<file path="src/prbs_config.svh">
// ------------------------------------------------------------
// build-time settings of the PRBS link tester
// word width, generator seed, lock threshold and the widths
// of the saturating error counters
// ------------------------------------------------------------
`ifndef PRBS_CONFIG_SVH
`define PRBS_CONFIG_SVH

// parallel word width, 32 or 64
// one word has to hold at least 31 bits of history so that it
// fully predicts the following word for every pattern
`define PRBS_DATA_WIDTH 32

// generator start word, truncated to the word width at load
// the upper 31 bits of the truncated value must not all be zero
`define PRBS_SEED 64'hA5C3_96E1_7B2D_4F81

// consecutive matching valid words the checker needs for lock
`define PRBS_LOCK_COUNT 16

// saturating counter widths for bit and word error totals
`define PRBS_BIT_COUNT_WIDTH 32
`define PRBS_WORD_COUNT_WIDTH 16

`endif

</file>
<file path="src/prbsPkg.sv">
// ------------------------------------------------------------
// shared types of the PRBS link tester
// pattern select enum, checker lane status word and the
// error totals returned on a host read
// ------------------------------------------------------------
`default_nettype none

`include "prbs_config.svh"

package prbsPkg;

  // run-time pattern choice, held stable after reset
  typedef enum logic [1:0] {
    PRBS7  = 2'd0,
    PRBS15 = 2'd1,
    PRBS23 = 2'd2,
    PRBS31 = 2'd3
  } prbsPattern_e;

  // per-word report from the checker to the error counter
  // errorBits has a one for every received bit that differs
  // from the predicted bit
  typedef struct packed {
    logic                        valid;
    logic                        locked;
    logic [`PRBS_DATA_WIDTH-1:0] errorBits;
  } laneStatus_t;

  // totals handed to the host, both fields stick at all ones
  // rather than wrapping
  typedef struct packed {
    logic [`PRBS_BIT_COUNT_WIDTH-1:0]  bitErrors;
    logic [`PRBS_WORD_COUNT_WIDTH-1:0] wordErrors;
  } errorTotals_t;

endpackage

`default_nettype wire

</file>
<file path="src/prbsPoly.sv">
// ------------------------------------------------------------
// parallel PRBS step
// computes the next data word of the selected pattern from
// the current word, for PRBS7, PRBS15, PRBS23 and PRBS31
// ------------------------------------------------------------
`default_nettype none

`include "prbs_config.svh"

module prbsPoly (
  input  wire prbsPkg::prbsPattern_e        patternSel,
  input  wire [`PRBS_DATA_WIDTH-1:0]       current,
  output logic [`PRBS_DATA_WIDTH-1:0]      next
);

  localparam int W = `PRBS_DATA_WIDTH;

  // ------------------------------------------------------------
  // serial recurrence unrolled over one word
  // ------------------------------------------------------------

  // the stream runs lsb first, so the low half of ext is the
  // current word and the high half fills in with the next word
  // each new bit looks back tapA and tapB places in the stream,
  // which may reach into bits formed earlier in this same loop
  function automatic logic [W-1:0] stepWord(
    input logic [W-1:0] cur,
    input int           tapA,
    input int           tapB
  );
    logic [2*W-1:0] ext;
    ext = '0;
    ext[W-1:0] = cur;
    for (int i = 0; i < W; i++) begin
      ext[W+i] = ext[W+i-tapA] ^ ext[W+i-tapB];
    end
    return ext[2*W-1:W];
  endfunction

  // all four patterns are formed in parallel and one is picked
  logic [W-1:0] next7;
  logic [W-1:0] next15;
  logic [W-1:0] next23;
  logic [W-1:0] next31;

  always_comb begin
    next7  = stepWord(current, 7, 6);
    next15 = stepWord(current, 15, 14);
    next23 = stepWord(current, 23, 18);
    next31 = stepWord(current, 31, 28);
  end

  // ------------------------------------------------------------
  // pattern select
  // ------------------------------------------------------------

  always_comb begin
    case (patternSel)
      prbsPkg::PRBS7:  next = next7;
      prbsPkg::PRBS15: next = next15;
      prbsPkg::PRBS23: next = next23;
      prbsPkg::PRBS31: next = next31;
      default:         next = next7;
    endcase
  end

endmodule

`default_nettype wire

</file>
<file path="src/prbsGenerator.sv">
// ------------------------------------------------------------
// PRBS pattern source
// steps the sequence word once per enabled cycle and drives
// it out as txData, with optional single-bit error insertion
// ------------------------------------------------------------
`default_nettype none

`include "prbs_config.svh"

module prbsGenerator (
  input  wire                           clk,
  input  wire                           nreset,
  input  wire prbsPkg::prbsPattern_e    patternSel,
  input  wire                           genEnable,
  input  wire                           insertError,
  output logic [`PRBS_DATA_WIDTH-1:0]   txData,
  output logic                          txValid
);

  localparam int W = `PRBS_DATA_WIDTH;

  // sequence state, never touched by error insertion
  logic [W-1:0] seqWord;
  logic [W-1:0] seqNext;
  // bit 0 flip applied only to the outgoing copy
  logic [W-1:0] errMask;

  prbsPoly poly_i (
    .patternSel (patternSel),
    .current    (seqWord),
    .next       (seqNext)
  );

  assign errMask = {{(W-1){1'b0}}, insertError};

  // ------------------------------------------------------------
  // sequence state and valid
  // ------------------------------------------------------------

  // the first word out after reset is the seed itself
  always_ff @(posedge clk or negedge nreset) begin
    if (!nreset) begin
      seqWord <= W'(`PRBS_SEED);
      txValid <= 1'b0;
    end else begin
      txValid <= genEnable;
      if (genEnable) begin
        seqWord <= seqNext;
      end
    end
  end

  // output word, only meaningful while txValid is high
  always_ff @(posedge clk) begin
    if (genEnable) begin
      txData <= seqWord ^ errMask;
    end
  end

endmodule

`default_nettype wire

</file>
<file path="src/prbsChecker.sv">
// ------------------------------------------------------------
// PRBS checker
// seeds itself from any received word, counts consecutive
// matches until lock, then compares each valid word against
// a free-running prediction and reports mismatching bits
// ------------------------------------------------------------
`default_nettype none

`include "prbs_config.svh"

module prbsChecker (
  input  wire                           clk,
  input  wire                           nreset,
  input  wire prbsPkg::prbsPattern_e    patternSel,
  input  wire [`PRBS_DATA_WIDTH-1:0]    rxData,
  input  wire                           rxValid,
  output prbsPkg::laneStatus_t          status,
  output logic                          locked,
  output logic                          errorFlag
);

  localparam int W          = `PRBS_DATA_WIDTH;
  localparam int LockCount  = `PRBS_LOCK_COUNT;
  localparam int CountWidth = $clog2(LockCount + 1);

  typedef enum logic [1:0] {
    stateSeed  = 2'd0,
    stateLock  = 2'd1,
    stateCheck = 2'd2
  } checkState_e;

  checkState_e           state;
  logic [CountWidth-1:0] matchCount;
  // expected value of the next valid word
  logic [W-1:0]          predWord;
  logic [W-1:0]          predSource;
  logic [W-1:0]          predNext;
  logic [W-1:0]          diffBits;
  logic                  wordMatch;

  // ------------------------------------------------------------
  // prediction
  // ------------------------------------------------------------

  // before lock the received word itself seeds the next
  // prediction, so the checker follows whatever arrives
  // once locked the prediction runs on its own, so a corrupted
  // word shows up as one error and does not spread
  assign predSource = (state == stateCheck) ? predWord : rxData;

  prbsPoly poly_i (
    .patternSel (patternSel),
    .current    (predSource),
    .next       (predNext)
  );

  assign diffBits  = rxData ^ predWord;
  assign wordMatch = (diffBits == '0);

  always_ff @(posedge clk) begin
    if (rxValid) begin
      predWord <= predNext;
    end
  end

  // ------------------------------------------------------------
  // lock state machine
  // ------------------------------------------------------------

  // lock is sticky, only reset brings the FSM back to seed
  always_ff @(posedge clk or negedge nreset) begin
    if (!nreset) begin
      state      <= stateSeed;
      matchCount <= '0;
    end else if (rxValid) begin
      case (state)
        stateSeed: begin
          state      <= stateLock;
          matchCount <= '0;
        end
        stateLock: begin
          if (!wordMatch) begin
            matchCount <= '0;
          end else if (matchCount == CountWidth'(LockCount - 1)) begin
            matchCount <= matchCount + 1'b1;
            state      <= stateCheck;
          end else begin
            matchCount <= matchCount + 1'b1;
          end
        end
        stateCheck: begin
          state <= stateCheck;
        end
        default: begin
          state <= stateSeed;
        end
      endcase
    end
  end

  assign locked = (state == stateCheck);

  // ------------------------------------------------------------
  // per-word report
  // ------------------------------------------------------------

  // the seed word has no prediction to compare against, so it
  // reports a clean mask
  always_ff @(posedge clk or negedge nreset) begin
    if (!nreset) begin
      status    <= '0;
      errorFlag <= 1'b0;
    end else begin
      status.valid     <= rxValid;
      status.locked    <= locked;
      status.errorBits <= (rxValid && state != stateSeed) ? diffBits : '0;
      errorFlag        <= rxValid && locked && !wordMatch;
    end
  end

endmodule

`default_nettype wire

</file>
<file path="src/errorCounter.sv">
// ------------------------------------------------------------
// error totals
// saturating bit and word error counts over locked words and
// a four-phase req/ack port that reads and clears them
// ------------------------------------------------------------
`default_nettype none

`include "prbs_config.svh"

module errorCounter (
  input  wire                         clk,
  input  wire                         nreset,
  input  wire prbsPkg::laneStatus_t   status,
  input  wire                         readReq,
  output logic                        readAck,
  output prbsPkg::errorTotals_t       readTotals
);

  localparam int W         = `PRBS_DATA_WIDTH;
  localparam int BitWidth  = `PRBS_BIT_COUNT_WIDTH;
  localparam int WordWidth = `PRBS_WORD_COUNT_WIDTH;
  localparam int PopWidth  = $clog2(W + 1);

  logic [BitWidth-1:0]  bitCount;
  logic [WordWidth-1:0] wordCount;
  logic [PopWidth-1:0]  bitInc;
  logic                 wordInc;
  // one extra bit catches the carry for saturation
  logic [BitWidth:0]    bitSum;
  logic [WordWidth:0]   wordSum;
  logic                 reqSync;
  logic                 capture;

  // number of ones in a mismatch mask
  function automatic logic [PopWidth-1:0] popCount(input logic [W-1:0] bits);
    logic [PopWidth-1:0] total;
    total = '0;
    for (int i = 0; i < W; i++) begin
      total = total + PopWidth'(bits[i]);
    end
    return total;
  endfunction

  // ------------------------------------------------------------
  // increments from the checker report
  // ------------------------------------------------------------

  // only words checked after lock contribute to the totals
  always_comb begin
    if (status.valid && status.locked) begin
      bitInc  = popCount(status.errorBits);
      wordInc = |status.errorBits;
    end else begin
      bitInc  = '0;
      wordInc = 1'b0;
    end
    bitSum  = {1'b0, bitCount} + (BitWidth + 1)'(bitInc);
    wordSum = {1'b0, wordCount} + (WordWidth + 1)'(wordInc);
  end

  // ------------------------------------------------------------
  // host handshake
  // ------------------------------------------------------------

  // readReq is resynchronized once, ack follows the synced level
  // capture happens on the single cycle where the synced request
  // is up and the ack has not yet followed
  assign capture = reqSync && !readAck;

  always_ff @(posedge clk or negedge nreset) begin
    if (!nreset) begin
      reqSync <= 1'b0;
      readAck <= 1'b0;
    end else begin
      reqSync <= readReq;
      readAck <= reqSync;
    end
  end

  // errors landing in the capture cycle start the new counts
  always_ff @(posedge clk or negedge nreset) begin
    if (!nreset) begin
      bitCount  <= '0;
      wordCount <= '0;
    end else if (capture) begin
      bitCount  <= BitWidth'(bitInc);
      wordCount <= WordWidth'(wordInc);
    end else begin
      bitCount  <= bitSum[BitWidth] ? '1 : bitSum[BitWidth-1:0];
      wordCount <= wordSum[WordWidth] ? '1 : wordSum[WordWidth-1:0];
    end
  end

  // held value the host samples while readAck is high
  always_ff @(posedge clk) begin
    if (capture) begin
      readTotals.bitErrors  <= bitCount;
      readTotals.wordErrors <= wordCount;
    end
  end

endmodule

`default_nettype wire

</file>
<file path="src/prbsTester.sv">
// ------------------------------------------------------------
// PRBS link tester top level
// pattern generator on the transmit side, self-seeding checker
// on the receive side and the host-readable error totals
// ------------------------------------------------------------
`default_nettype none

`include "prbs_config.svh"

module prbsTester (
  input  wire                           clk,
  input  wire                           nreset,
  input  wire prbsPkg::prbsPattern_e    patternSel,
  input  wire                           genEnable,
  input  wire                           insertError,
  input  wire [`PRBS_DATA_WIDTH-1:0]    rxData,
  input  wire                           rxValid,
  input  wire                           readReq,
  output logic [`PRBS_DATA_WIDTH-1:0]   txData,
  output logic                          txValid,
  output logic                          locked,
  output logic                          errorFlag,
  output logic                          readAck,
  output prbsPkg::errorTotals_t         readTotals
);

  // checker report feeding the counter
  prbsPkg::laneStatus_t status;

  prbsGenerator prbsGenerator_i (
    .clk         (clk),
    .nreset      (nreset),
    .patternSel  (patternSel),
    .genEnable   (genEnable),
    .insertError (insertError),
    .txData      (txData),
    .txValid     (txValid)
  );

  // both sides run the same pattern from the one select input
  prbsChecker prbsChecker_i (
    .clk        (clk),
    .nreset     (nreset),
    .patternSel (patternSel),
    .rxData     (rxData),
    .rxValid    (rxValid),
    .status     (status),
    .locked     (locked),
    .errorFlag  (errorFlag)
  );

  errorCounter errorCounter_i (
    .clk        (clk),
    .nreset     (nreset),
    .status     (status),
    .readReq    (readReq),
    .readAck    (readAck),
    .readTotals (readTotals)
  );

endmodule

`default_nettype wire

</file>
<file path="config.mk">
export PLATFORM = sky130hd
export DESIGN_NAME = prbsTester
export DESIGN_NICKNAME = d
export VERILOG_FILES = /design/src/prbsPkg.sv /design/src/prbsPoly.sv /design/src/prbsGenerator.sv /design/src/prbsChecker.sv /design/src/errorCounter.sv /design/src/prbsTester.sv
export VERILOG_INCLUDE_DIRS = /design/src /design/src/src
export SDC_FILE = /design/constraint.sdc
export NUM_CORES = 1
export LEC_CHECK = 0
export ABC_AREA = 1
export BUFFER_PORTS_ARGS = -buffer_cell sky130_fd_sc_hd__buf_4
export CELL_PAD_IN_SITES_DETAIL_PLACEMENT = 0
export CELL_PAD_IN_SITES_GLOBAL_PLACEMENT = 1
export CORE_ASPECT_RATIO = 0.5
export CORE_MARGIN = 1
export CORE_UTILIZATION = 34
export CTS_CLUSTER_SIZE = 10
export DETAILED_ROUTE_END_ITERATION = 10
export PLACE_DENSITY_LB_ADDON = 0.1
export SYNTH_ARGS = -nofsm -noshare
export SYNTH_HDL_FRONTEND = slang
export SYNTH_SLANG_ARGS = --single-unit
</file>
<file path="constraint.sdc">
create_clock -name clk -period 6.1 [get_ports clk]
set_clock_uncertainty 0.15 [all_clocks]
set_input_delay 0.61 -clock clk [delete_from_list [all_inputs] [get_ports clk]]
set_output_delay 0.61 -clock clk [all_outputs]
set_load 0.02 [all_outputs]
</file>
==> results.sh <==
export IMPL_p_sw_frac=0.471
export IMPL_setup_ws_ns=-0.164
export IMPL_cap_violations=0
export IMPL_ys_seq_elements=237
export IMPL_numCtsBuffers=28
export IMPL_post_route_min_period_ns=6.26
export IMPL_final_common_cell="nand2_1"
export IMPL_clk_latency_ns=0.59
export IMPL_syn_area_um2=15300
export IMPL_grtUsageTotal=0.213
export IMPL_drv_slew=0
export IMPL_vias_per_cell=4.92
export IMPL_met1_length_mm=22.2
export IMPL_p_switching_mw=4.60
export IMPL_start_kind="flip-flop"
export IMPL_required_ns=6.47
export IMPL_worstSetupPathType="reg2reg"
export IMPL_synth_warnings=0
export IMPL_status="finished with violations"
export IMPL_root_buffer="clkbuf_16"
export IMPL_overflow=0
export IMPL_area_growth_pct=20.5
export IMPL_top_layer_used="met4"
export IMPL_wl_met3_mm=1.93
export IMPL_io_buffers=123
export IMPL_powerDensity_nw_per_um2=529
export IMPL_routabilityCongestion=0.861
export IMPL_dieArea_um2=46000
export IMPL_synth_async_reset_ratio=0.527
export IMPL_post_route_drc_count=0
export IMPL_wire_per_inst_um=18.1
export IMPL_p_comb_frac=0.574
export IMPL_worst_slew_pin_slew_ns=1.12
export IMPL_drt_pass1_iterations=5
export IMPL_r2r_worst_path_cells=28
export IMPL_p_leak_nw=8.46
export IMPL_layout_common_cells="nand2_1 (511), inv_1 (232), buf_4 (183)"
export IMPL_violations="setup timing"
export IMPL_fmax_mhz=160
export IMPL_nNetsFinal=2199
export IMPL_power_share_clock=0.162
export IMPL_dieHeight_um=152
export IMPL_worstPathArrival_ns=6.63
export IMPL_stdcell_area_um2=18500
export IMPL_dpl_hpwl_mm=34.7
export IMPL_synth_edf_count=112
export IMPL_initial_core_util=0.348
export IMPL_core_area_um2=44000
export IMPL_post_route_period_util=1.03
export IMPL_whs_path_depth=4
export IMPL_ys_types=55
export IMPL_layout_drive_gt1_share=0.180
export IMPL_antenna_found_initial=0
export IMPL_cts_clk_slew_worst_paths_ns=0.06
export IMPL_vdd_drop_max_mv=0.513
export IMPL_ios=124
export IMPL_place_area_um2=17000
export IMPL_antenna_left=0
export IMPL_vias=13400
export IMPL_grt_pass1_wl_mm=75.7
export IMPL_worst_setup_path_end_kind="flip-flop"
export IMPL_rsz0062_at_grt="true"
export IMPL_clock_path_buffers=3
export IMPL_setup_viol=32
export IMPL_cp_max_fo=7
export IMPL_cts_htree_levels=1
export IMPL_placementRows=54
export IMPL_routed_wl_mm=49.1
export IMPL_p_int_mw=5.16
export IMPL_hold_class="in2reg"
export IMPL_slowest_stage="fa_1"
export IMPL_diodes=0
export IMPL_wl_met2_mm=23.5
export IMPL_grt_pass1_vias=12600
export IMPL_tritoncts="built"
export IMPL_pwr_share_seq=0.264
export IMPL_syn_area_per_cell_um2=7.79
export IMPL_clock_sinks=237
export IMPL_die_w_um=302
export IMPL_grt_max_degree=76
export IMPL_drtIter0Drc=845
export IMPL_slew_headroom=0.249
export IMPL_crit_top_cell="fa_1"
export IMPL_slowest_delay_ns=0.53
export IMPL_synth_ff_type="edfxtp_1"
export IMPL_synth_nets=2052
export IMPL_syn_inst=1965
export IMPL_yosysSeqAreaShare=0.425
export IMPL_finalHoldViolCount=0
export IMPL_dp_worst_setup_slack_ns=-0.346
## registers in the layout, summed over array words and instances (netlist names)
name	cells
prbsChecker_i.matchCount	5
prbsChecker_i.errorFlag	1
errorCounter_i.reqSync	1
prbsChecker_i.predWord	32
errorCounter_i.readTotals	48
prbsGenerator_i.txValid	1
errorCounter_i.bitCount	32
errorCounter_i.readAck	1
prbsGenerator_i.txData	32
errorCounter_i.wordCount	16
prbsGenerator_i.seqWord	32
prbsChecker_i.state	2
prbsChecker_i.status	34
## metrics by stage
| step | power, mW | setup TNS [ns] | std cells | utilization | hold WS [ns] |
|---|---|---|---|---|---|
| final | 9.76 | -3.08 | 2721 | 0.420 | 0.172 |
| after global routing | 10.6 | -11.49 | 2721 | 0.420 | 0.157 |
| after CTS | 9.75 | -3.59 | 2716 | 0.412 | 0.143 |
| after detailed placement | 7.92 | -6.96 | 2650 | 0.387 | 0.224 |
| after global placement | 7.90 | -4.27 | 2650 | 0.387 | 0.208 |
| after floorplan | 6.22 | 0 | 1965 | - | 0.164 |
## path summary, 6_finish.rpt
check                                         from                          end  slack [ns]
max                        prbsChecker_i.status[0]  errorCounter_i.bitCount[20]       -0.16
max in group asynchronous                   nreset  errorCounter_i.bitCount[20]        4.03
min reg2reg                 errorCounter_i.reqSync       errorCounter_i.readAck        0.23
max reg2reg                prbsChecker_i.status[0]  errorCounter_i.bitCount[20]       -0.16
min                                     rxData[12]     prbsChecker_i.status[12]        0.17
min in group asynchronous                   nreset  prbsGenerator_i.seqWord[12]        0.48
## kinds of logic after synthesis
kind of cell,synth area share
AND/OR/NAND/NOR,0.232
AO/OA/AOI/OAI,0.153
XOR/XNOR,0.0501
adder cells (fa/ha/maj),0.0506
flip-flops,0.425
buffers and inverters,0.0889
## cell type report
type	count	area, µm²
tap	588	736
multi-input combinational	1400	7900
clock inverter	3	42.5
sequential	237	6510
inverter	250	938
timing repair buffer	195	1530
fill	4492	25500
clock buffer	48	796
## what timing repair did
item,CTS,global route
pin swaps,14,22
endpoints found under the setup margin,32,32
buffers inserted,11,5
resized for setup,42,71
hold buffers,2,0
endpoints found under the hold margin,51,0
cloned,2,0
## synth_stat cells (all sizes together) (5+ instances only)
| library cell | count | share of area |
|---|---|---|
| o2111ai | 11 | 0.0063 |
| nor3 | 20 | 0.0069 |
| buf | 33 | 0.017 |
| ha | 22 | 0.018 |
| o21ai | 198 | 0.074 |
| nor2 | 141 | 0.035 |
| a211oi | 6 | 0.0029 |
| o211ai | 10 | 0.0049 |
| fa | 25 | 0.033 |
| edfxtp | 112 | 0.22 |
| o22ai | 5 | 0.0020 |
| nand4 | 31 | 0.013 |
| clkbuf | 45 | 0.011 |
| clkinv | 5 | 0.0012 |
| nand3 | 97 | 0.032 |
| a31oi | 13 | 0.0053 |
| nand2 | 550 | 0.14 |
| dfstp | 17 | 0.029 |
| inv | 245 | 0.060 |
| or2 | 11 | 0.0045 |
| a21oi | 150 | 0.050 |
| xor2 | 52 | 0.031 |
| dfrtp | 108 | 0.18 |
| xnor2 | 33 | 0.019 |
## worst max-delay path, delay by kind of cell (launching register included)
kind | cells | cell delay, ns
AO/OA/AOI/OAI | 3 | 0.36
buffers and inverters | 6 | 0.49
flip-flops | 1 | 0.34
adder cells (fa/ha/maj) | 10 | 4.14
AND/OR/NAND/NOR | 9 | 0.69
## per-layer routing
layer,up-vias,global-route usage
li1,6733,-
met1,6287,0.287
met2,284,0.355
met3,84,0.0299
met4,0,0.0654
met5,-,0
## power by group through the flow
stage	Clock (mW)	Sequential, mW	Combinational, mW
after floorplan	0	2.43	3.79
after global placement	0	2.60	5.29
after detailed placement	0	2.60	5.31
after CTS	1.63	2.58	5.54
after global routing	1.70	2.63	6.30
final	1.58	2.58	5.60
Note: power is estimated with default switching activity, not from simulation.
